File: src/verilog/ofdm_consts.svh
`ifndef OFDM_CONSTS_SVH
`define OFDM_CONSTS_SVH

// transform size
`define OFDM_NFFT        4
`define OFDM_FFT_LEN     16

// sample word and component widths
`define OFDM_SAMPLE_W    32
`define OFDM_COMP_W      16

// cyclic prefix length field and its largest legal value
`define OFDM_CP_W        3
`define OFDM_CP_MAX      5

// twiddle fraction bits, unity is 16384
`define OFDM_TW_FRAC     14

// windows over centred output positions
`define OFDM_BWP_LEN     12
`define OFDM_SC_START    2
`define OFDM_PBCH_START  3
`define OFDM_PBCH_LEN    10
`define OFDM_SSS_START   4
`define OFDM_SSS_LEN     7

`define OFDM_META_DEPTH  4

`endif

File: src/verilog/ofdm_pkg.sv
`default_nettype none

`include "ofdm_consts.svh"

package ofdm_pkg;

    // metadata field widths, user word is {sfn, subframe, symbol}
    localparam int SFN_W      = 10;
    localparam int SUBFRAME_W = 5;
    localparam int SYMBOL_W   = 4;
    localparam int META_W     = SFN_W + SUBFRAME_W + SYMBOL_W;

    // input user word adds the cp length below the metadata
    localparam int IN_USER_W  = META_W + `OFDM_CP_W;
    // output user word adds the pbch-symbol bit below the metadata
    localparam int OUT_USER_W = META_W + 1;

    // imaginary part sits in the upper half of the word
    typedef struct packed {
        logic signed [`OFDM_COMP_W-1:0] im;
        logic signed [`OFDM_COMP_W-1:0] re;
    } cplx_t;

    typedef union packed {
        logic [`OFDM_SAMPLE_W-1:0] raw;
        cplx_t                     cplx;
    } sample_u;

endpackage

`default_nettype wire

File: src/verilog/cp_remover.sv
`timescale 1ns/1ps
`default_nettype none

`include "ofdm_consts.svh"

module cp_remover
    import ofdm_pkg::*;
(
    input  wire                  clk_i,
    input  wire                  reset_ni,
    input  wire sample_u         in_data_i,
    input  wire [IN_USER_W-1:0]  in_user_i,
    input  wire                  in_last_i,
    input  wire                  in_valid_i,
    input  wire                  ssb_start_i,
    output sample_u              sym_data_o,
    output logic                 sym_valid_o,
    output logic [META_W-1:0]    meta_o,
    output logic                 meta_push_o
);

    localparam int CP_W    = `OFDM_CP_W;
    localparam int NFFT    = `OFDM_NFFT;
    localparam int FFT_LEN = `OFDM_FFT_LEN;

    localparam logic [1:0] S_SKIP_CP  = 2'd0;
    localparam logic [1:0] S_BODY     = 2'd1;
    localparam logic [1:0] S_SKIP_END = 2'd2;

    logic [1:0]      state;
    logic [CP_W-1:0] cp_len_q;
    logic [CP_W-1:0] cp_cnt;
    logic [NFFT-1:0] body_cnt;
    logic            first;
    logic            take;

    // once cp_cnt has reached the cp length the current sample opens the body
    always_comb begin
        first = (state == S_SKIP_CP) && in_valid_i && !ssb_start_i && (cp_cnt == cp_len_q);
        take  = first || ((state == S_BODY) && in_valid_i);
    end

    always_ff @(posedge clk_i) begin
        if (!reset_ni) begin
            state       <= S_SKIP_CP;
            cp_len_q    <= CP_W'(`OFDM_CP_MAX);
            cp_cnt      <= '0;
            body_cnt    <= '0;
            sym_valid_o <= 1'b0;
            meta_push_o <= 1'b0;
        end else begin
            sym_valid_o <= take;
            meta_push_o <= first;

            // cp length travels with every sample
            if (in_valid_i) begin
                cp_len_q <= in_user_i[CP_W-1:0];
            end

            case (state)
                S_SKIP_CP: begin
                    if (ssb_start_i) begin
                        // restart the cp count, a sample on the pulse is cp sample one
                        cp_cnt <= CP_W'(in_valid_i);
                    end else if (first) begin
                        state    <= S_BODY;
                        body_cnt <= NFFT'(1);
                    end else if (in_valid_i) begin
                        cp_cnt <= cp_cnt + 1'b1;
                    end
                end
                S_BODY: begin
                    if (in_valid_i) begin
                        body_cnt <= body_cnt + 1'b1;
                        if (body_cnt == NFFT'(FFT_LEN - 1)) begin
                            cp_cnt <= '0;
                            state  <= in_last_i ? S_SKIP_CP : S_SKIP_END;
                        end
                    end
                end
                S_SKIP_END: begin
                    if (in_valid_i && in_last_i) begin
                        state  <= S_SKIP_CP;
                        cp_cnt <= '0;
                    end else if (ssb_start_i) begin
                        // early ssb, jump forward into the next cp
                        state  <= S_SKIP_CP;
                        cp_cnt <= CP_W'(in_valid_i);
                    end
                end
                default: begin
                    state  <= S_SKIP_CP;
                    cp_cnt <= '0;
                end
            endcase
        end
    end

    always_ff @(posedge clk_i) begin
        if (in_valid_i) begin
            sym_data_o <= in_data_i;
        end
        if (first) begin
            meta_o <= in_user_i[IN_USER_W-1 -: META_W];
        end
    end

endmodule

`default_nettype wire

File: config.mk
export PLATFORM = sky130hd
export DESIGN_NAME = cp_remover
export DESIGN_NICKNAME = d
export VERILOG_FILES = /design/src/verilog/ofdm_pkg.sv /design/src/verilog/cp_remover.sv
export VERILOG_INCLUDE_DIRS = /design/src /design/src/verilog
export SDC_FILE = /design/constraint.sdc
export NUM_CORES = 1
export LEC_CHECK = 0
export BUFFER_PORTS_ARGS = -buffer_cell sky130_fd_sc_hd__clkbuf_2
export CAP_MARGIN = 20
export CORE_ASPECT_RATIO = 0.75
export CORE_MARGIN = 3
export CORE_UTILIZATION = 34
export CTS_CLUSTER_DIAMETER = 150
export CTS_CLUSTER_SIZE = 24
export DETAILED_ROUTE_END_ITERATION = 12
export PLACE_DENSITY = 0.72
export RECOVER_POWER = 25
export SYNTH_ARGS = -nofsm -noshare
export SYNTH_HDL_FRONTEND = slang
export SYNTH_SLANG_ARGS = --single-unit
File: constraint.sdc
create_clock -name clk_i -period 4.5 [get_ports clk_i]
set_clock_uncertainty 0.1 [all_clocks]
set_input_delay 0.675 -clock clk_i [delete_from_list [all_inputs] [get_ports clk_i]]
set_output_delay 0.675 -clock clk_i [all_outputs]
set_load 0.03 [all_outputs]
# Word level (Yosys, flattened, before mapping)

Index checks and enable logic that the tools add are counted.

Output and inout bits: 53
Register bits after elaboration: 65

Reductions and logical operators: 12
Equality and inequality tests: 11
Muxes and demuxes: 20
Add/subtract/negate cells: 2

Operators with widths:

| cell                  | number |
|---|---|
| $mux W3               | 7 |
| $mux W2               | 7 |
| $mux W4               | 3 |
| $reduce_and A5 Y1     | 2 |
| $ne A3 B3 Y1 const B  | 3 |
| $pmux W3 S3           | 1 |
| $pmux W4 S2           | 1 |
| $ne A2 B2 Y1 const B  | 3 |
| $pmux W2 S3           | 1 |
| $logic_and A1 B1 Y1   | 5 |
| $add A4 B1 Y4 const B | 1 |
| $eq A4 B4 Y1 const B  | 1 |
| $reduce_and A4 Y1     | 1 |
| $add A3 B1 Y3 const B | 1 |
| $eq A3 B3 Y1          | 1 |
| $eq A2 B1 Y1 const B  | 1 |
| $eq A2 B2 Y1 const B  | 1 |
| $logic_not A2 Y1      | 1 |
| $ne A2 B1 Y1 const B  | 1 |
| $reduce_bool A2 Y1    | 1 |
| $logic_not A1 Y1      | 1 |
| $logic_or A1 B1 Y1    | 1 |

# Longest topological paths before layout

Word-level depth: 7
Mapped depth: 6

# Least setup slack after synthesis

No wires, ideal clock.

Kind: input port to flip-flop
Start point: input ssb_start_i
End point: register cp_cnt[2]
Arrival time: 1,902 ps
Required time: 4,285 ps
Setup slack: 2,384 ps
Stages on the path: 6
Setup time: 115 ps
Buffers on the path: 1
Cells stage by stage: buf_2 nor4b_1 nand4_2 inv_2 nor3_1 o21a_1

Word-level cells in the longest chain between the ends: 5

Ends and longest elaborated chain:

| what                               | line             | text |
|---|---|---|
| from (decl)                        | cp_remover.sv:15 | `input wire ssb_start_i,` |
| $logic_not A1 Y1                   | cp_remover.sv:39 | `first = (state == S_SKIP_CP) && in_valid_i && !ssb_start_i && (cp_cnt == cp_len_q);` |
| $logic_and A1 B1 Y1 (2 in a row)   | cp_remover.sv:39 |  |
| named net first                    | cp_remover.sv:34 | `logic first;` |
| $ne A3 B3 Y1 (no source line)      | --               |  |
| $reduce_and A5 Y1 (no source line) | --               |  |
| to (signal assigned)               | cp_remover.sv:64 | `cp_cnt <= CP_W'(in_valid_i);` |
| to (signal assigned)               | cp_remover.sv:69 | `cp_cnt <= cp_cnt + 1'b1;` |
| to (signal assigned)               | cp_remover.sv:88 | `cp_cnt <= CP_W'(in_valid_i);` |
| to (decl)                          | cp_remover.sv:32 | `logic [CP_W-1:0] cp_cnt;` |

The timed path passes the listed nets, and every way through them passes these cells.
A chain may end at the register's enable or synchronous reset.

# Worst setup path in the final report

Start point: input in_valid_i
End point: register cp_cnt[2]

Word-level cells in the longest chain between the ends: 5

Ends and longest elaborated chain:

| what                               | line             | text |
|---|---|---|
| from (decl)                        | cp_remover.sv:14 | `input wire in_valid_i,` |
| $logic_and A1 B1 Y1 (3 in a row)   | cp_remover.sv:39 |  |
| named net first                    | cp_remover.sv:34 |  |
| $ne A3 B3 Y1 (no source line)      | --               |  |
| $reduce_and A5 Y1 (no source line) | --               |  |

The timed path passes the listed nets, and every way through them passes these cells.

==> out/qor.json <==
{
  "routing": {
    "via_count": 1547,
    "totalWireLength_um": 4710,
    "viasPerCell": 4.58,
    "avgRoutedWirePerCell_um": 13.9,
    "ant_nets": 0,
    "drtIter0Drc": 61,
    "drt_drc_violations_left": 0,
    "drt_pass1_iterations": 4
  },
  "clock_network": {
    "cts_hold_repair_buffers": 0,
    "clk_latency_ps": 320,
    "cts_root_buf": "clkbuf_8",
    "quantity_of_gates_resized_following_cts": 0,
    "numClockSinks": 65,
    "clock_tree.buffer_depth": 2,
    "count_of_h_tree_levels_built_during_cts": 3,
    "cts_setup_buffers": 0,
    "cts_inserted_buffers": 9,
    "clkTransAtPathRegs_ps": 70,
    "tritoncts_clock_tree": "built"
  },
  "floorplan": {
    "die_width_um": 102,
    "die_area_mm2": 0.00788,
    "die_h_um": 77.7,
    "initial_core_util_pct": 35.9,
    "number_of_ports_placed_on_the_die_boundary": 112,
    "core-area_mm2": 0.00647,
    "std_cell_rows": 25
  },
  "logic_synthesis": {
    "synth_simple_gate_area_share_pct": 9.46,
    "synth.net_count": 196,
    "avgSynthCellArea_um2": 17.2,
    "xor_and_xnor_area_share_after_synthesis_pct": 1.13,
    "synth_mux_area_share_pct": 2.80,
    "dominantRegCellSynth": "edfxtp_1",
    "synthesis.yosys.warnings": 0,
    "post-synth-top-area-fraction_pct": 65.8,
    "synth-compound-area-share_pct": 5.70,
    "postSynthRegisterBits": 65,
    "synthDominantAreaCellType": "edfxtp_1",
    "number_of_enable_type_register_cells_in_the_synthesized_netlist": 51,
    "yosysSeqAreaShare_pct": 77.8,
    "combinational_family_with_the_most_area_after_synthesis": "simple AND/OR/NAND/NOR gates",
    "postSynth.asyncResetShare_pct": 0,
    "share_of_synthesized_cell_area_in_full_adder_half_adder_and_majority_cells_pct": 1.08,
    "synthesis.instances": 135,
    "synth.top_cells.by_area": "edfxtp_1, dfxtp_1, mux2i_1",
    "synthesis.area_mm2": 0.00233,
    "yosys_cell_types": 40
  },
  "sta": {
    "timing.slew.headroom_pct": 64.6,
    "finalMaxSlewViolations": 0,
    "achievable-frequency_mhz": 410,
    "setup_viol": 0,
    "tns_ps": 0,
    "rsz0062_at_grt": "no",
    "finalHoldViolCount": 0,
    "tightestPinTransition_ps": 531,
    "final_min_period_over_clock_period_pct": 54.3,
    "timing.final.crit_period_ps": 2440
  },
  "placed_design": {
    "finalWeightedCongestion": 0.754,
    "dp.final_hpwl_um": 3530,
    "port_bufs": 111
  },
  "global_routing": {
    "grt_max_degree": 44,
    "grt_util_overall_pct": 12.0,
    "globalRoute.totalOverflow": 0,
    "grt_pass1_wl_um": 7150,
    "first_global_vias": 1482,
    "antenna_found_initial": 0
  },
  "setup_path": {
    "crit_path_capture_type": "flop",
    "startpoint_type": "input pin",
    "r2r_setup_slack_ps": 2480,
    "critical_path_required_ps": 4620,
    "critPathArrivalTime_ps": 2560,
    "criticalPathCategory": "in -> reg",
    "cp_max_fo": 43
  },
  "worst_hold_path": {
    "min_path_type": "reg -> reg"
  },
  "finish": {
    "fin_nets": 313,
    "flow.area_growth_from_synthesis_pct": 35.8,
    "layout.cells.most_common": "clkbuf_2",
    "post_route_cells_drive_above_1_share_pct": 52.5,
    "postLayoutCoreUtil_pct": 48.8,
    "most-common-layout-cells": "clkbuf_2, edfxtp_1, dfxtp_1",
    "antenna_cells": 0
  },
  "run": {
    "max-cap-violations": 0
  },
  "outcome": {
    "status": "completed"
  },
  "power_and_ir_drop": {
    "leakagePower_uw": 0.00136,
    "power.density_cell_area_mw_per_mm2": 420,
    "worst_supply_voltage_drop_on_vdd_mv": 0.144
  }
}
state kept, by name, summed over array words and instances (netlist names):
register	flops
cp_cnt	3
body_cnt	4
sym_valid_o	1
cp_len_q	3
sym_data_o	32
state	2
meta_o	19
meta_push_o	1
cells in the mapped netlist (2+ instances only):
cell type / count
mux2i_1: 5
o21a_1: 3
and3_1: 2
nor3_1: 3
nand3_1: 5
a21oi_1: 3
nor2_1: 2
edfxtp_1: 51
a21boi_0: 2
xnor2_1: 3
nand2_1: 8
ha_1: 2
clkbuf_1: 2
buf_6: 2
dfxtp_1: 14
nand3b_1: 4
area by class of cell:
cell class	count	area, um2
fill	581	3320
clock buffer	10	128
sequential	65	1810
tap	81	101
inverter	1	3.75
timing repair buffer	112	563
multi-input combinational	63	469
clock inverter	6	82.6
cells by family after synthesis:
family | count (synthesis)
flip-flops | 65
buffers and inverters | 7
multiplexers | 6
adder cells (fa/ha/maj) | 2
AO/OA/AOI/OAI | 16
XOR/XNOR | 3
AND/OR/NAND/NOR | 36
path summary, 6_finish.rpt:
| check | start | end | cells past startpoint |
|---|---|---|---|
| worst max-delay path | in_valid_i | cp_cnt[2] | 7 |
| worst max register to register | state[1] | cp_cnt[2] | 5 |
| worst min-delay path | body_cnt[3] | body_cnt[3] | 2 |
| worst min register to register | body_cnt[3] | body_cnt[3] | 2 |
stage by stage:
step	worst slack [ps]	std cells	hold WS (ps)	instance area (um2)	power, uW
after floorplan	2380	135	350	2330	772
after global placement	1780	322	370	2950	828
after detailed placement	1700	322	375	2950	830
after CTS	2060	338	384	3160	1360
after global routing	1860	338	391	3160	1390
final	2060	338	381	3160	1330
power by group:
group	leakage [uW]	internal (uW)	switching [uW]
registers	0.000598	678	9.57
logic	0.000651	43.1	83.6
clock network	0.000108	309	205
metal layers:
metal	global-route usage (%)	up-vias	wire (um)
met2	18.2	90	2110
met5	0	-	0
met4	5.18	0	85
li1	-	748	-
met1	14.3	700	1970
met3	6.11	9	540
critical path, stage by stage:
cell and delay (ps):
clkbuf_2 80, buf_4 440, nor4b_1 370, nand4_2 220, inv_2 440, nor3_1 130
o21a_1 180
Note: power is estimated with default switching activity, not from simulation.
