[src/verilog/ofdm_consts.svh]
`ifndef OFDM_CONSTS_SVH
`define OFDM_CONSTS_SVH

// transform size
`define OFDM_NFFT        4
`define OFDM_FFT_LEN     16

// sample word and component widths
`define OFDM_SAMPLE_W    32
`define OFDM_COMP_W      16

// cyclic prefix length field and its largest legal value
`define OFDM_CP_W        3
`define OFDM_CP_MAX      5

// twiddle fraction bits, unity is 16384
`define OFDM_TW_FRAC     14

// windows over centred output positions
`define OFDM_BWP_LEN     12
`define OFDM_SC_START    2
`define OFDM_PBCH_START  3
`define OFDM_PBCH_LEN    10
`define OFDM_SSS_START   4
`define OFDM_SSS_LEN     7

`define OFDM_META_DEPTH  4

`endif

[src/verilog/ofdm_pkg.sv]
`default_nettype none

`include "ofdm_consts.svh"

package ofdm_pkg;

    // metadata field widths, user word is {sfn, subframe, symbol}
    localparam int SFN_W      = 10;
    localparam int SUBFRAME_W = 5;
    localparam int SYMBOL_W   = 4;
    localparam int META_W     = SFN_W + SUBFRAME_W + SYMBOL_W;

    // input user word adds the cp length below the metadata
    localparam int IN_USER_W  = META_W + `OFDM_CP_W;
    // output user word adds the pbch-symbol bit below the metadata
    localparam int OUT_USER_W = META_W + 1;

    // imaginary part sits in the upper half of the word
    typedef struct packed {
        logic signed [`OFDM_COMP_W-1:0] im;
        logic signed [`OFDM_COMP_W-1:0] re;
    } cplx_t;

    typedef union packed {
        logic [`OFDM_SAMPLE_W-1:0] raw;
        cplx_t                     cplx;
    } sample_u;

endpackage

`default_nettype wire

[src/verilog/meta_fifo.sv]
`timescale 1ns/1ps
`default_nettype none

`include "ofdm_consts.svh"

module meta_fifo
    import ofdm_pkg::*;
(
    input  wire                clk_i,
    input  wire                reset_ni,
    input  wire                push_i,
    input  wire [META_W-1:0]   data_i,
    input  wire                pop_i,
    output logic [META_W-1:0]  data_o,
    output logic               not_empty_o
);

    localparam int DEPTH = `OFDM_META_DEPTH;
    localparam int AW    = $clog2(DEPTH);

    logic [META_W-1:0] mem [DEPTH];
    // extra msb tells full from empty
    logic [AW:0]       wr_ptr;
    logic [AW:0]       rd_ptr;
    logic              full;

    always_comb begin
        full        = (wr_ptr[AW] != rd_ptr[AW]) && (wr_ptr[AW-1:0] == rd_ptr[AW-1:0]);
        not_empty_o = (wr_ptr != rd_ptr);
        data_o      = mem[rd_ptr[AW-1:0]];
    end

    always_ff @(posedge clk_i) begin
        if (!reset_ni) begin
            wr_ptr <= '0;
            rd_ptr <= '0;
        end else begin
            if (push_i && !full) begin
                wr_ptr <= wr_ptr + 1'b1;
            end
            if (pop_i && not_empty_o) begin
                rd_ptr <= rd_ptr + 1'b1;
            end
        end
    end

    always_ff @(posedge clk_i) begin
        if (push_i && !full) begin
            mem[wr_ptr[AW-1:0]] <= data_i;
        end
    end

endmodule

`default_nettype wire

[config.mk]
export PLATFORM = sky130hd
export DESIGN_NAME = meta_fifo
export DESIGN_NICKNAME = d
export VERILOG_FILES = /design/src/verilog/ofdm_pkg.sv /design/src/verilog/meta_fifo.sv
export VERILOG_INCLUDE_DIRS = /design/src /design/src/verilog
export SDC_FILE = /design/constraint.sdc
export NUM_CORES = 1
export LEC_CHECK = 0
export ABC_AREA = 1
export BUFFER_PORTS_ARGS = -buffer_cell sky130_fd_sc_hd__buf_2
export CAP_MARGIN = 30
export CORE_MARGIN = 8
export CORE_UTILIZATION = 35
export CTS_BUF_LIST = sky130_fd_sc_hd__clkbuf_4
export DETAILED_ROUTE_END_ITERATION = 16
export PLACE_DENSITY = 0.56
export SYNTH_ARGS = -nofsm -noshare
export SYNTH_HDL_FRONTEND = slang
export SYNTH_SLANG_ARGS = --single-unit
[constraint.sdc]
create_clock -name clk_i -period 2.65 [get_ports clk_i]
set_input_delay 0.1325 -clock clk_i [delete_from_list [all_inputs] [get_ports clk_i]]
set_output_delay 0.1325 -clock clk_i [all_outputs]
set_load 0.03 [all_outputs]
=== After elaboration in Yosys (flattened, before gate mapping) ===
Memory sizes are Yosys's and may differ from the RTL's. A register that Yosys moved wholly into a read port is not among the register bits.
Cells that the tools add are included.

* Bits in writable memories: 76
* Input port bits: 23
* Output and inout bits: 20
* Logic and storage cells: 16
* Memories: 1
* Register bits: 6

{| class="wikitable"
|+ Memories
! name !! words !! width !! rd ports !! clocked after memory_dff !! wr ports !! line !! text
|-
| mem || 4 || 19 || 1 || 1 || 1 || meta_fifo.sv:21 || <nowiki>logic [META_W-1:0] mem [DEPTH];</nowiki>
|}

* $add $sub $neg: 2
* Reduce and logical (&&, ||, !) cells: 4
* Muxes and demuxes: 4
* Equality and inequality tests: 3

{| class="wikitable"
|+ Operators with widths
! operator !! number
|-
| $add 3x1->3 const B || 2
|-
| $mux 2 || 2
|-
| $logic_and 1x1->1 || 3
|-
| $ne 3x3->1 || 1
|-
| $eq 2x2->1 || 1
|-
| $mux 1 || 2
|-
| $logic_not 1->1 || 1
|-
| $ne 1x1->1 || 1
|}

=== Logic depth before layout (Yosys ltp) ===
Gate-level depths: netlist of the first run.

* Word-level depth: 6
* Gate-level depth with buffers: 8
* Depth with buffers taken out: 8

=== Worst setup path before layout of the first run ===
No wires, ideal clock.

* Kind: register to register
* Start point: reg wr_ptr[0]
* End point: mem mem[0][0] (netlist bit), enable pin
* Clock period less this slack: 1969 ps
* Path buffers: 0
* Setup time: 395 ps
* Stages on the path, launching flop included: 7
* Setup slack: 681 ps
* Data arrival time: 1575 ps
* Data required time: 2255 ps
* Cells stage by stage: dfxtp_1 > inv_2 > nand2_1 > nand2_2 > nand3_2 > nand2_4 > nor2_1

* Word-level cells in the longest chain between the ends: 6

{| class="wikitable"
|+ Ends and longest elaborated chain
! what !! line !! text
|-
| from (decl) || meta_fifo.sv:23 || <nowiki>logic [AW:0] wr_ptr;</nowiki>
|-
| from (signal assigned) || meta_fifo.sv:39 || <nowiki>wr_ptr <= wr_ptr + 1'b1;</nowiki>
|-
| $eq 2x2->1 || meta_fifo.sv:28 || <nowiki>full = (wr_ptr[AW] != rd_ptr[AW]) && (wr_ptr[AW-1:0] == rd_ptr[AW-1:0]);</nowiki>
|-
| $logic_and 1x1->1 || meta_fifo.sv:28 ||
|-
| $logic_not 1->1 || meta_fifo.sv:48 || <nowiki>if (push_i && !full) begin</nowiki>
|-
| $logic_and 1x1->1 || meta_fifo.sv:48 ||
|-
| $mux 1 || meta_fifo.sv:48 ||
|-
| $mux 1 (not written as such) || meta_fifo.sv:49 || <nowiki>mem[wr_ptr[AW-1:0]] <= data_i;</nowiki>
|-
| to (decl) || meta_fifo.sv:21 ||
|}

Parallel ways exist; a longest one is shown, timed or not.

==> impl_metrics.csv, run 1 <==
group,metric,value,unit
run_status,status,"finished, final reports clean",
routing,wire_per_inst,15.2,um
clock_tree,clockRootBuffer,"clkbuf_4",
global_route,grt-busiest-layer,"met2",
pwr,power_frac_seq,52.5,%
synth,yosysWarnings,0,
sta,period_share,82.3,%
sta,clock-skew-final,0.0200,ns
sta,fmax,458,MHz
routing,viasPerCell,4.69,
sta,min_period,2.18,ns
critical_path,r2r_cells,7,
final_layout,nets,352,
clock_tree,cts_setup_buffers,0,
pwr,leakagePower,0.00148,uW
worst_hold_path,hold_start,"pop_i",
synth,synth_cell_types,21,
global_route,overflow,0,
global_route,antenna_found_initial,0,
global_route,globalRouteMet1Util,12.8,%
clock_tree,cts_tree,"done",
synth,yosysMostFrequentCell,"edfxtp_1",
sta,max_slew_margin,61.2,%
floorplan,ioPinCount,43,
final_layout,insertedDiodeCount,0,
routing,num_vias,2065,
sta,hold_viol_final,0,
critical_path,crit_arrival,2.05,ns
critical_path,start_kind,"register",
floorplan,coreArea,0.00920,mm2
critical_path,rrSetupSlack,0.78,ns
sta,drv_slew,0,
floorplan,start_util,36.0,%
routing,drc,0,
synth,syn_area,0.00331,mm2
critical_path,critical_path_class,"register to output port",
pwr,p_clk_share,24.6,%
place,gp_congestion,0.764,
global_route,grt_pass1_vias,2137,
synth,synth_common_cells,"edfxtp_1, nor2_1, o21ai_0",
global_route,grt_max_degree,39,
clock_tree,cts.htree.levels,3,
clock_tree,ctsHoldBuffers,20,
synth,synth_top_cell_area_share,69.0,%
synth,synthArstFlopShare,0,%
synth,syn_inst,255,
synth,yosysTopAreaCell,"edfxtp_1",
pwr,p_comb_share,22.9,%
clock_tree,path_clk_slew,0.13,ns
pwr,powerDensity,740,mW/mm2
critical_path,worst-path-max-fanout,20,
routing,ant_nets,0,
synth,synth_edf_count,76,
sta,tightest_slew,0.582,ns
critical_path,cp_data_required_time,2.52,ns
flow_run,drv_cap,0,
global_route,grtUsageTotal,11.0,%
floorplan,die_w,113,um
routing,drt_wl_total,6690,um
sta,fin_tns_setup,0,ns
global_route,grt_pass1_wl,10900,um
critical_path,worst_r2r_endpoint,"mem[0][10]",
final_layout,drive_gt1_share,26.4,%
pwr,power,2960,uW
clock_tree,cts_buffer_depth,2,
routing,drt_pre_antenna_iters,4,
clock_tree,cts.sinks,84,
synth,ys_ff_latch,84,
pwr,ir_drop,0.000223,V
sta,finalSetupViolations,0,
global_route,met2_usage,18.6,%
critical_path,r2r_start,"wr_ptr[1]",
worst_hold_path,hold_path_class,"input pin to register",
place,io_buffers,42,
pwr,power_switching_share,31.5,%
place,hpwl,4290,um
global_route,gr-usage-met3,2.88,%
final_layout,syn_to_final_growth,20.9,%
clock_tree,clk_latency,0.43,ns
synth,avgSynthCellArea,13.0,um2
synth,ys_seq_area_share,73.8,%
synth,synthFlopType,"edfxtp_1",
floorplan,num_rows,35,
sta,rsz0062_at_grt,"no",
clock_tree,cts_resized,0,
floorplan,die_y,113,um
synth,synth_nets,283,
pwr,p_sw,933,uW
routing,drt_iter0_markers,99,
floorplan,dieArea,0.0128,mm2
pwr,p_int,2030,uW
synth,yosys-top-cells-area,"edfxtp_1, nor2_1, o21ai_0",
critical_path,endpoint_kind,"output port",
clock_tree,numCtsBuffers,9,
critical_path,crit_end,"data_o[7]",
-- layout make-up --
type                            instances  area (um2)
Sequential cell                        84        2440
Timing Repair Buffer                   69         463
Inverter                               13        48.8
Fill cell                             866        5190
Multi-Input combinational cell        147         768
Clock buffer                           10        75.1
Clock inverter                          6        65.1
Tap cell                              111         139
-- sequential cells by signal, summed over array words and instances (netlist names), named ones only --
| name | flops |
|---|---|
| rd_ptr | 3 |
| wr_ptr | 3 |
| mem | 76 |
-- layer usage --
layer / wire length [um] / part of all wire [%]
met5: 0 / 0
met2: 3320 / 50
met4: 76 / 1.1
met1: 3070 / 46
met3: 222 / 3.3
-- placed cells by master (no fill, tap or decap), types with 7 or more instances in the layout --
master,instances
buf_2,42
buf_4,7
clkbuf_4,10
dfxtp_1,8
dlygate4sd3_1,20
edfxtp_1,76
inv_1,9
nand2_1,16
nand2_2,8
nor2_1,48
o21ai_0,36
o22ai_1,19
-- worst min path at each step --
stage	to	depth (start not counted)
floorplan	mem[0][0]	0
global placement	mem[3][16]	1
detailed placement	mem[3][11]	1
CTS	register	5
global route	register	5
finish	register	5
-- cells by family after synthesis --
group | count (synthesis) | share of synthesized area (%)
flops | 84 | 73.8
simple gates | 83 | 11.3
compound gates | 58 | 9.49
buf+inv | 24 | 3.29
fa+ha+maj | 5 | 1.89
xor+xnor | 1 | 0.265
-- critical path: stages, from the launching register on --
cell and delay, ns:
dfxtp_1 0.32, buf_4 0.19, inv_1 0.46, o21ai_0 0.24, o22ai_1 0.19, buf_2 0.23
-- per-stage QoR --
step	cells	area [um2]	util, %	worst slack [ns]	hold WS [ns]
after CTS	440	4000	43.5	0.414	0.0622
final	440	4000	43.5	0.468	0.0854
after detailed placement	404	3660	39.8	0.766	0.359
after floorplan	255	3310	-	0.681	0.231
after global routing	440	4000	43.5	0.266	0.0723
after global placement	404	3660	39.8	0.848	0.353
-- power groups by stage --
stage          registers, uW  logic [uW]  clock network (uW)
5_1_grt                 1560         747                 806
3_3_place_gp            1580         670                   0
6_report                1550         678                 730
3_5_place_dp            1580         669                   0
4_1_cts                 1550         694                 748
2_1_floorplan           1580         464                   0
(Power assumes the default switching activity.)
==> run 2: changes to the inputs <==
Settings changed: PLACE_DENSITY 0.56 to 0.58.
Clock period 2.65 ns to 1.9 ns, I/O delays scaled along.
==> impl_metrics.csv, run 2 (synthesis gave the netlist of run 1 again) <==
group,metric,value,unit
global_route,overflow,0,
pwr,power_switching_share,31.0,%
clock_tree,cts_tree,"done",
sta,rsz0062_at_grt,"no",
routing,viasPerCell,4.75,
global_route,grt_pass1_wl,10800,um
sta,drv_slew,0,
clock_tree,clockRootBuffer,"clkbuf_4",
sta,fmax,577,MHz
routing,num_vias,2084,
routing,drc,0,
final_layout,drive_gt1_share,26.8,%
final_layout,syn_to_final_growth,22.8,%
global_route,grtUsageTotal,10.8,%
routing,ant_nets,0,
place,post_dp_cell_area,0.00371,mm2
pwr,power_frac_seq,52.9,%
sta,period_share,91.2,%
place,placed_cells,404,
routing,drt_wl_total,6470,um
pwr,p_int,2840,uW
place,gp_congestion,0.740,
place,hpwl,4110,um
sta,clock-skew-final,0.0148,ns
run_status,status,"finished, final reports clean",
clock_tree,cts_setup_buffers,0,
floorplan,num_rows,35,
worst_hold_path,hold_end,"rd_ptr[0]",
clock_tree,cts.htree.levels,3,
clock_tree,cts_buffer_depth,2,
final_layout,nets,352,
critical_path,worst-path-max-fanout,19,
critical_path,critical_path_class,"register to output port",
clock_tree,path_clk_slew,0.12,ns
floorplan,start_util,36.0,%
sta,finalSetupViolations,0,
global_route,antenna_found_initial,0,
critical_path,cp_data_required_time,1.80,ns
flow_run,drv_cap,0,
floorplan,die_y,113,um
final_layout,layout_common_cells,"edfxtp_1, nor2_1, buf_2",
pwr,p_comb_share,23.8,%
floorplan,ioPinCount,43,
floorplan,coreArea,0.00920,mm2
critical_path,r2r_cells,7,
final_layout,layout_commonest_cell,"edfxtp_1",
sta,min_period,1.73,ns
pwr,leakagePower,0.00149,uW
worst_hold_path,hold_start,"pop_i",
pwr,ir_drop,0.000367,V
critical_path,rrSetupSlack,0.28,ns
worst_hold_path,hold_path_class,"input pin to register",
sta,max_slew_margin,79.6,%
clock_tree,cts.sinks,84,
final_layout,finalNonFillerCells,439,
worst_hold_path,holdPathStages,4,
critical_path,r2r_start,"wr_ptr[0]",
pwr,p_sw,1270,uW
final_layout,finish.utilization,44.2,%
global_route,grt_max_degree,39,
pwr,powerDensity,1010,mW/mm2
clock_tree,numCtsBuffers,9,
sta,tightest_slew,0.306,ns
final_layout,insertedDiodeCount,0,
final_layout,design_area,0.00407,mm2
routing,drt_iter0_markers,170,
place,io_buffers,42,
pwr,p_clk_share,23.4,%
routing,wire_per_inst,14.7,um
critical_path,start_kind,"register",
floorplan,dieArea,0.0128,mm2
floorplan,die_w,113,um
global_route,grt_pass1_vias,2157,
sta,hold_viol_final,0,
critical_path,worst_r2r_endpoint,"mem[1][15]",
critical_path,endpoint_kind,"output port",
final_layout,largest_reg_flops,76,
clock_tree,clk_latency,0.40,ns
routing,drt_pre_antenna_iters,6,
critical_path,crit_arrival,1.64,ns
## run 2: cell types whose count changed in the layout (fill, tap and decap cells not counted), sizes merged
cell | previous run | this run
clkinvlp | 1 | 2
clkinv | 4 | 3
clkbuf | 10 | 9
## run 2: repair_timing
action	4_1_cts	5_1_grt
hold endpoints to repair	84	0
gates cloned	0	0
endpoints found under the setup margin	7	5
hold buffers	20	0
resized for setup	3	6
pin swaps	0	1
## run 2: power by group through the flow
stage               logic [uW]  registers [uW]  clock network [uW]
floorplan                  647            2210                   0
global route              1080            2180                1070
finish                     978            2170                 961
CTS                        992            2170                1000
global placement           950            2210                   0
detailed placement         954            2210                   0
## run 2: how the worst max path moves through the flow
stage                       to  slack (ns)  cells after the start
global placement    mem[1][11]        0.35                      7
floorplan            mem[0][0]       -0.07                      6
detailed placement  mem[1][14]        0.30                      7
finish              data_o[13]        0.17                      4
global route        data_o[13]        0.02                      4
CTS                  data_o[7]        0.08                      4
## run 2: final cells by class
type,instances,area (um2)
clock buffer,9,67.6
inverter,13,55.1
sequential,84,2440
timing repair buffer,69,528
tap,111,139
clock inverter,6,63.8
fill,860,5130
multi-input combinational,147,768
## run 2: layer usage
metal  vias to the layer above  share of wire (%)  global-route usage, %
met5                         -                  0                      0
met4                         0                1.1                   3.37
met3                         6                4.1                   3.67
met2                        31                 52                   18.9
met1                      1000                 43                   12.2
li1                       1047                  -                      -
## run 2: worst max-delay path, stage by stage (launching register included)
cell     delay [ns]
dfxtp_1        0.39
buf_4          0.27
o21ai_0        0.12
o22ai_1        0.21
buf_2          0.24
## run 2: per-stage QoR
stage | total power, uW | setup WS, ns | TNS [ns] | hold slack, ns
floorplan | 2850 | -0.0693 | -5.27 | 0.194
global placement | 3160 | 0.346 | 0 | 0.317
detailed placement | 3160 | 0.296 | 0 | 0.317
CTS | 4170 | 0.0797 | 0 | 0.0224
global route | 4330 | 0.0193 | 0 | 0.0389
finish | 4110 | 0.168 | 0 | 0.0555
