File: src/verilog/ofdm_consts.svh
`ifndef OFDM_CONSTS_SVH
`define OFDM_CONSTS_SVH

// transform size
`define OFDM_NFFT        4
`define OFDM_FFT_LEN     16

// sample word and component widths
`define OFDM_SAMPLE_W    32
`define OFDM_COMP_W      16

// cyclic prefix length field and its largest legal value
`define OFDM_CP_W        3
`define OFDM_CP_MAX      5

// twiddle fraction bits, unity is 16384
`define OFDM_TW_FRAC     14

// windows over centred output positions
`define OFDM_BWP_LEN     12
`define OFDM_SC_START    2
`define OFDM_PBCH_START  3
`define OFDM_PBCH_LEN    10
`define OFDM_SSS_START   4
`define OFDM_SSS_LEN     7

`define OFDM_META_DEPTH  4

`endif

File: src/verilog/ofdm_pkg.sv
`default_nettype none

`include "ofdm_consts.svh"

package ofdm_pkg;

    // metadata field widths, user word is {sfn, subframe, symbol}
    localparam int SFN_W      = 10;
    localparam int SUBFRAME_W = 5;
    localparam int SYMBOL_W   = 4;
    localparam int META_W     = SFN_W + SUBFRAME_W + SYMBOL_W;

    // input user word adds the cp length below the metadata
    localparam int IN_USER_W  = META_W + `OFDM_CP_W;
    // output user word adds the pbch-symbol bit below the metadata
    localparam int OUT_USER_W = META_W + 1;

    // imaginary part sits in the upper half of the word
    typedef struct packed {
        logic signed [`OFDM_COMP_W-1:0] im;
        logic signed [`OFDM_COMP_W-1:0] re;
    } cplx_t;

    typedef union packed {
        logic [`OFDM_SAMPLE_W-1:0] raw;
        cplx_t                     cplx;
    } sample_u;

endpackage

`default_nettype wire

File: src/verilog/subcarrier_framer.sv
`timescale 1ns/1ps
`default_nettype none

`include "ofdm_consts.svh"

module subcarrier_framer
    import ofdm_pkg::*;
(
    input  wire                    clk_i,
    input  wire                    reset_ni,
    input  wire sample_u           bin_data_i,
    input  wire                    bin_valid_i,
    input  wire [`OFDM_NFFT-1:0]   bin_pos_i,
    input  wire [META_W-1:0]       meta_i,
    input  wire                    meta_valid_i,
    output logic                   meta_pop_o,
    output sample_u                out_data_o,
    output logic [OUT_USER_W-1:0]  out_user_o,
    output logic                   out_last_o,
    output logic                   out_valid_o,
    output logic                   pbch_valid_o,
    output logic                   sss_valid_o
);

    localparam int SC_LAST   = `OFDM_SC_START + `OFDM_BWP_LEN - 1;
    localparam int PBCH_LAST = `OFDM_PBCH_START + `OFDM_PBCH_LEN - 1;
    localparam int SSS_LAST  = `OFDM_SSS_START + `OFDM_SSS_LEN - 1;

    logic [SUBFRAME_W-1:0] head_subframe;
    logic [SYMBOL_W-1:0]   head_symbol;
    logic                  pbch_sym;
    logic                  sss_sym;
    logic                  in_bwp;
    logic                  in_pbch;
    logic                  in_sss;

    always_comb begin
        head_symbol   = meta_i[SYMBOL_W-1:0];
        head_subframe = meta_i[SYMBOL_W +: SUBFRAME_W];
        // pbch and sss only live in symbols 3 and 4 of subframe 0
        pbch_sym = meta_valid_i && (head_subframe == '0) && (head_symbol == SYMBOL_W'(3));
        sss_sym  = meta_valid_i && (head_subframe == '0) && (head_symbol == SYMBOL_W'(4));
        in_bwp   = (bin_pos_i >= `OFDM_SC_START) && (bin_pos_i <= SC_LAST);
        in_pbch  = (bin_pos_i >= `OFDM_PBCH_START) && (bin_pos_i <= PBCH_LAST);
        in_sss   = (bin_pos_i >= `OFDM_SSS_START) && (bin_pos_i <= SSS_LAST);
        // release the head once the whole symbol has streamed past
        meta_pop_o = bin_valid_i && (bin_pos_i == `OFDM_NFFT'(`OFDM_FFT_LEN - 1));
    end

    always_ff @(posedge clk_i) begin
        if (!reset_ni) begin
            out_valid_o  <= 1'b0;
            out_last_o   <= 1'b0;
            pbch_valid_o <= 1'b0;
            sss_valid_o  <= 1'b0;
        end else begin
            out_valid_o  <= bin_valid_i && in_bwp;
            out_last_o   <= bin_valid_i && (bin_pos_i == SC_LAST);
            pbch_valid_o <= bin_valid_i && pbch_sym && in_pbch;
            sss_valid_o  <= bin_valid_i && sss_sym && in_sss;
        end
    end

    always_ff @(posedge clk_i) begin
        out_data_o <= bin_data_i;
        out_user_o <= {meta_i, pbch_sym};
    end

endmodule

`default_nettype wire

File: config.mk
export PLATFORM = sky130hd
export DESIGN_NAME = subcarrier_framer
export DESIGN_NICKNAME = d
export VERILOG_FILES = /design/src/verilog/ofdm_pkg.sv /design/src/verilog/subcarrier_framer.sv
export VERILOG_INCLUDE_DIRS = /design/src /design/src/verilog
export SDC_FILE = /design/constraint.sdc
export NUM_CORES = 1
export LEC_CHECK = 0
export ABC_AREA = 1
export BUFFER_PORTS_ARGS = -buffer_cell sky130_fd_sc_hd__buf_2
export CORE_MARGIN = 4
export CORE_UTILIZATION = 32
export DETAILED_ROUTE_END_ITERATION = 12
export PLACE_DENSITY_LB_ADDON = 0.05
export SKIP_CTS_REPAIR_TIMING = 1
export SYNTH_ARGS = -nofsm -noshare
export SYNTH_HDL_FRONTEND = slang
export SYNTH_SLANG_ARGS = --single-unit
File: constraint.sdc
create_clock -name clk_i -period 0.8 [get_ports clk_i]
set_input_delay 0.04 -clock clk_i [delete_from_list [all_inputs] [get_ports clk_i]]
set_output_delay 0.04 -clock clk_i [all_outputs]
set_load 0.01 [all_outputs]
; Word-level counts from Yosys, hierarchy flattened
; Cells that the tools add are included.
[totals]
elab_cells = 30
reg_bits = 56
in_bits = 59
output_inout_bits = 57
[classes]
reduce_logical = 14
eq_ne = 4
order_cmp = 6
[op_table]
columns = op, count
row1 = $logic_and A1 B1 Y1, 13
row2 = $le A4 B4 Y1 const B, 3
row3 = $eq A4 B4 Y1 const B, 2
row4 = $ge A4 B2 Y1 const B, 2
row5 = $logic_not A5 Y1, 1
row6 = $eq A4 B2 Y1 const B, 1
row7 = $eq A4 B3 Y1 const B, 1
row8 = $ge A4 B3 Y1 const B, 1

; Depth between registers and ports, before layout
; Gate-level depths: netlist of run 1.
[depth]
ltp_word = 5
ltp_mapped = 6
depth_no_buf = 6

; Least setup slack after synthesis of run 1
; Ideal clock, no wire load.
[synth_path]
path_kind = input -> register
start = in meta_i[5]
end = reg pbch_valid_o
t_arrival_ns = 0.499
required_time_ns = 0.736
setup_slack_ns = 0.237
setup_time_ns = 0.064
path_buffers = 0
stages = 4
path_cell_list = or2_1 -> nor2_2 -> nand2_1 -> nor2_1
[synth_via]
elab_chain_cells = 5
[synth_lines]
columns = item, line
row1 = "start, declared", subcarrier_framer.sv:14  ; input wire [META_W-1:0] meta_i,
row2 = $logic_not A5 Y1, subcarrier_framer.sv:41  ; pbch_sym = meta_valid_i && (head_subframe == '0) && (head_symbol == SYMBOL_W'(3));
row3 = $logic_and A1 B1 Y1 (2 in a row), subcarrier_framer.sv:41
row4 = $logic_and A1 B1 Y1 (2 in a row), subcarrier_framer.sv:59  ; pbch_valid_o <= bin_valid_i && pbch_sym && in_pbch;
row5 = "end signal, assigned", subcarrier_framer.sv:59
row6 = "end, declared", subcarrier_framer.sv:21  ; output logic pbch_valid_o,
; No other way between the ends.
; A chain may end at the register's enable or synchronous reset.

; Worst setup path in the final report of run 1
[layout_path]
start = reg out_data_o[18] (netlist bit)
end = out out_data_o[18] (netlist bit)
[layout_lines]
columns = item, line
row1 = "start, declared", subcarrier_framer.sv:17  ; output sample_u out_data_o,
row2 = "start signal, assigned", subcarrier_framer.sv:65  ; out_data_o <= bin_data_i;
; No word-level cell between the ends.

==> summary.txt, run 1 <==
Run status
  • Status: complete, but fails checks
  • Failing checks: negative hold slack, negative setup slack

Timing
  • Final worst setup slack: -0.0122 ns
  • Hold Fails Final Rpt: 1
  • Worst slew margin: 86.5%
  • Final critical-path share of the clock period: 102%
  • Min Hold Slack: -0.0548 ns
  • Final setup vio count: 1
  • Actual slew at the worst max-slew pin: 0.201 ns
  • Fmax: 1230 MHz
  • Post-layout min period: 0.812 ns
  • Max-slew violations: 0
  • RSZ-0062 raised after global routing: true

Routing
  • Met1 WL: 1.32 mm
  • DRT antenna net count: 0
  • Post-route DRC: 0
  • Routed via count: approximately 1200
  • Metal2 WL: 2.21 mm
  • Met3 WL: 344 µm
  • WL final: 3.92 mm
  • DR iter-0 viols: 47
  • Drt wl/cell: 12.4 µm
  • DR top layer: met4
  • Via-to-Cell Ratio: 3.93
  • TritonRoute pass-1 iters: 4

Yosys
  • Synth cell count leaders: 56 x dfxtp_1, 12 x nand2_1, 9 x nor2_1, 5 x inv_1, 3 x inv_2
  • Commonest register cell after synthesis: dfxtp_1
  • Biggest area consumer among synthesized cells: dfxtp_1
  • Adder-cell share of the synthesized area: 0%
  • Most frequent cell after synthesis: dfxtp_1
  • Fraction of synthesized area in multiplexers: 0%
  • Compound-cell area share of the yosys netlist: 1.16%
  • Cell area after synthesis: 1290 µm²
  • Syn Area/Cell: 13.7 µm²
  • Yosys cell types: 12
  • Post-Synth Simple-Gate Area: 9.60%
  • Register area share after synthesis: roughly 87%
  • Net Count, Synth: between 150 and 200
  • EDFF count, synth: 0
  • Xor and xnor area share after synthesis: 0%
  • Largest family of logic cells by synthesized area: simple AND/OR/NAND/NOR gates
  • Top-area cell type share of the netlist area: 86.9%
  • Ys async rst share: 0%
  • Synth area leaders: dfxtp_1 87%, nand2_1 3.5%, nor2_1 2.6%
  • YS warnings: 0
  • Synth Register Bits: 56
  • Synthesized instance count: 94

Critical path
  • Crit path max fanout: 1
  • Startpoint Class: flop
  • Worst path cell trace: buf_2
  • CP max stage cell: dfxtp_1
  • CP top delay family: flip-flops
  • Worst Path Buf+Inv: 1
  • Critical path type: flop to output port
  • CP required: 0.76 ns
  • Worst setup path start: out_data_o[18]
  • Crit path largest cell delay: approximately 0.34 ns
  • WP data arrival: approximately 0.77 ns
  • Crit end category: output port

Cells and area
  • Ant. Diodes: 0
  • Layout area overhead: 106%
  • Final instance area: 2660 µm²
  • Fillers: 297
  • Layout cell share with drive strength beyond 1: 54.5%
  • Nets: between 300 and 400

Placement
  • Dpl ws: just under 0.06 ns
  • Port buffer count: approximately 120
  • Placer Congestion: 0.751
  • Post-DP HPWL: 2.50 mm
  • Placed cell areas: just under 2000 µm²

Die
  • Die Wd: 71.5 µm
  • Die ar.: 5110 µm²
  • Vert. Die Dim: ~70 µm
  • Core region area: 3770 µm²
  • Cell row count: 22
  • Initial Util: 34.2%
  • Io pins: 116

Power and ir drop
  • Total power: 0.00513 W
  • Power density over the cells: 1920 nW/µm²
  • Leakage: 1.33 nW
  • VDD IR-drop max: 0.00108 V

Worst hold path
  • HP Class: primary input to flop
  • Min-delay src: bin_pos_i[1]

GRT
  • Initial antenna violation count: 0
  • Grt total ovfl: 0
  • Vias in the first global route: ~1000
  • Total GRT Usage: between 10% and 20%
  • Largest net degree at the start of global routing: 17
  • First-pass GRT wire length: 4.48 mm

Clock network
  • Total CTS buffers: 5
  • Clock-pin slew on the worst setup and hold paths: 0.09 ns
  • CTS tree: yes
  • # clock sinks: 56
  • Clk buf depth: 2
  • # H-tree levels: 2
  • Root Driver: clkbuf_8

Run
  • Max-cap violation count: 0
==> power breakdown <==
part	switching (W)	leakage (nW)	internal [W]
clock	0.000793	0.0510	0.000691
combinational	0.000244	0.807	0.000421
sequential	0.0000424	0.472	0.00293
total	0.00108	1.33	0.00405
==> sequential cells by signal, indices dropped and copies added (netlist names) <==
register / flops
sss_valid_o: 1
out_last_o: 1
out_user_o: 20
out_data_o: 32
pbch_valid_o: 1
out_valid_o: 1
==> placed cells by master, fill, tap and decap left out <==
cell type,instances
buf_2,97
or2_1,1
nand3_1,2
inv_1,5
a21oi_1,1
dfxtp_2,18
clkinv_2,2
dlygate4sd3_1,51
o21ai_0,2
inv_2,3
clkbuf_8,6
nand2_1,12
nor2_2,1
nor4_1,1
dfxtp_1,38
buf_6,18
nor3_4,1
nor2_1,9
==> routing by layer <==
layer	GRT usage, %	vias to the layer above
li1	-	630
met1	12.4	545
met2	19.0	61
met3	5.75	5
met4	4.38	0
met5	0	-
==> cells by family after synthesis <==
| logic type | Yosys count |
|---|---|
| flip-flops | 56 |
| buffers and inverters | 8 |
| AND/OR/NAND/NOR | 27 |
| AO/OA/AOI/OAI | 3 |
==> final cells by class <==
cell class / instances / area [µm²] / area share (%)
clock inverters: 2 / 10.0 / 0.376
inverters: 8 / 30.0 / 1.13
multi-input cells: 30 / 139 / 5.21
well taps: 48 / 60.1 / 2.25
clock buffers: 6 / 82.6 / 3.10
flip-flops and latches: 56 / 1140 / 42.9
repair buffers: 166 / 1200 / 45.0
==> worst paths after layout <==
path | slack, ns | endpoint | cells past startpoint
hold / removal | -0.05 | out_last_o | 2
setup / recovery | -0.01 | out_data_o[18] | 1
==> through the flow <==
stage	cells	TNS [ns]	util [%]	hold slack, ns
detailed placement	257	0	51.1	0.144
global placement	257	0	51.1	0.142
CTS	265	0	53.5	-0.174
finish	316	-0.0122	70.6	-0.0548
global route	316	-0.375	70.6	-0.0513
floorplan	94	0	-	0.0677
Power figures use the tool's default switching activity.
==> inputs of run 2 (changes only) <==
BUFFER_PORTS_ARGS = -buffer_cell sky130_fd_sc_hd__clkbuf_2   (was -buffer_cell sky130_fd_sc_hd__buf_2)
CORE_MARGIN = default   (was 4)
SKIP_CTS_REPAIR_TIMING = default   (was 1)
==> summary.txt, run 2 (same netlist as run 1, synthesis figures left out) <==
Timing
  • Actual slew at the worst max-slew pin: 0.243 ns
  • Hold Fails Final Rpt: 0
  • Post-layout min period: 0.791 ns
  • RSZ-0062 raised after global routing: true
  • Max-slew violations: 0
  • Fmax: 1260 MHz
  • Final critical-path share of the clock period: 98.9%
  • Final setup vio count: 0
  • Worst slew margin: 83.6%
  • Final worst setup slack: 0.00916 ns

Cells and area
  • Fillers: about 270
  • Max FFs per register: 32
  • FF+latch area: 1140 µm²
  • Ant. Diodes: 0
  • Area of the multi-input gates: 145 µm²
  • Commonest non-fill, non-tap cell in the layout: clkbuf_2
  • Layout area overhead: 109%
  • Top reg by flops: out_data_o
  • Nets: 328
  • Final instance area: ~2700 µm²
  • Layout cell share with drive strength beyond 1: 54.6%
  • Commonest cells after routing, fill and taps aside: 67 x clkbuf_2, 53 x dlygate4sd3_1, 37 x dfxtp_1, 29 x buf_2
  • Largest regs: out_data_o: 32 flops, out_user_o: 20 flops

Worst hold path
  • Min-delay src: bin_pos_i[2]
  • HP Class: primary input to flop

Routing
  • Routed via count: 1251
  • Metal2 WL: between 2 and 2.5 mm
  • DR iter-0 viols: 33
  • DRT antenna net count: 0
  • Drt wl/cell: around 12 µm
  • TritonRoute pass-1 iters: 4
  • Met1 WL: 1.22 mm
  • WL final: around 3.7 mm
  • Met3 WL: 295 µm
  • Via-to-Cell Ratio: between 3 and 4
  • DR top layer: met4
  • Post-route DRC: 0

GRT
  • Grt total ovfl: 0
  • Largest net degree at the start of global routing: 16
  • Initial antenna violation count: 0
  • First-pass GRT wire length: 5.09 mm
  • Total GRT Usage: between 10% and 20%
  • Vias in the first global route: 1266

Clock network
  • # H-tree levels: 2
  • Clk buf depth: 2
  • Clock-pin slew on the worst setup and hold paths: 0.08 ns
  • # clock sinks: 56
  • Total CTS buffers: 5
  • Root Driver: clkbuf_8
  • CTS tree: yes

Die
  • Die Wd: 65.5 µm
  • Die ar.: 4290 µm²
  • Io pins: 116
  • Vert. Die Dim: between 60 and 70 µm
  • Initial Util: 34.2%
  • Cell row count: 22
  • Core region area: 3770 µm²

Placement
  • Post-DP HPWL: 2.14 mm
  • Dpl ws: 0.0831 ns
  • Port buffer count: 115
  • Placer Congestion: 0.668
  • Placed cell areas: 1930 µm²

Power and ir drop
  • Logic pwr share: 13.0%
  • Sw Share: 20.6%
  • P_int: 0.00413 W
  • Flop pwr share: 57.2%
  • Clock share of power: slightly below 30%
  • Net switching power: 0.00107 W
  • VDD IR-drop max: 0.00143 V
  • Leakage: 1.35 nW
  • Power density over the cells: approximately 1900 nW/µm²

Run status
  • Status: completed

Critical path
  • Startpoint Class: primary input
  • Crit end category: flop
  • Worst setup path start: bin_pos_i[1]
  • Crit path largest cell delay: between 0.5 and 0.6 ns
  • CP required: 1.01 ns
  • Crit path max fanout: 5
  • CP max stage cell: dlygate4sd3_1
  • Worst Path Buf+Inv: 2
  • Worst path cell trace: clkbuf_2 > dlygate4sd3_1 > nor4_2
  • WP data arrival: 1.00 ns
  • Critical path type: primary input to flop
  • CP top delay family: buffers and inverters

Run
  • Max-cap violation count: 0
[run 2: stage by stage]
step	total power [W]	util, %	hold WS, ns	setup TNS, ns	instances
final	0.00520	71.6	0.0247	0	317
after global routing	0.00544	71.6	0.0305	-0.188	317
after CTS	0.00518	68.0	0.0362	-0.000227	318
after detailed placement	0.00344	51.1	0.144	0	257
after global placement	0.00343	51.1	0.143	0	257
after floorplan	0.00314	-	0.0677	0	94
[run 2: worst paths after layout]
check                    end  slack, ns  cells past startpoint
setup / recovery  out_last_o      0.009                      3
hold / removal    out_last_o       0.02                      3
[run 2: final cells by class]
type | instances | area share [%]
flip-flops and latches | 56 | 42.4
multi-input cells | 30 | 5.37
repair buffers | 168 | 45.3
well taps | 48 | 2.22
clock buffers | 7 | 3.57
inverters | 8 | 1.11
[run 2: repair_timing]
action                                 4_1_cts  5_1_grt
hold buffers                                54        0
pin swaps                                    0        1
endpoints found under the hold margin       52        0
setup endpoints to repair                    2       48
resized for setup                            2       85
cloned                                       0        0
setup buffers                                0        0
[run 2: metal layers]
metal,global-route usage (%),up-vias
li1,-,631
met1,13.7,549
met3,4.34,8
met4,8.97,0
met5,0,-
met2,33.1,63
[run 2: power groups by stage]
| stage | Combinational, W | Clock [W] | Sequential [W] |
|---|---|---|---|
| detailed placement | 0.000410 | 0 | 0.00303 |
| finish | 0.000675 | 0.00155 | 0.00298 |
| CTS | 0.000616 | 0.00160 | 0.00296 |
| global placement | 0.000403 | 0 | 0.00302 |
| floorplan | 0.0000418 | 0 | 0.00310 |
| global route | 0.000726 | 0.00173 | 0.00299 |
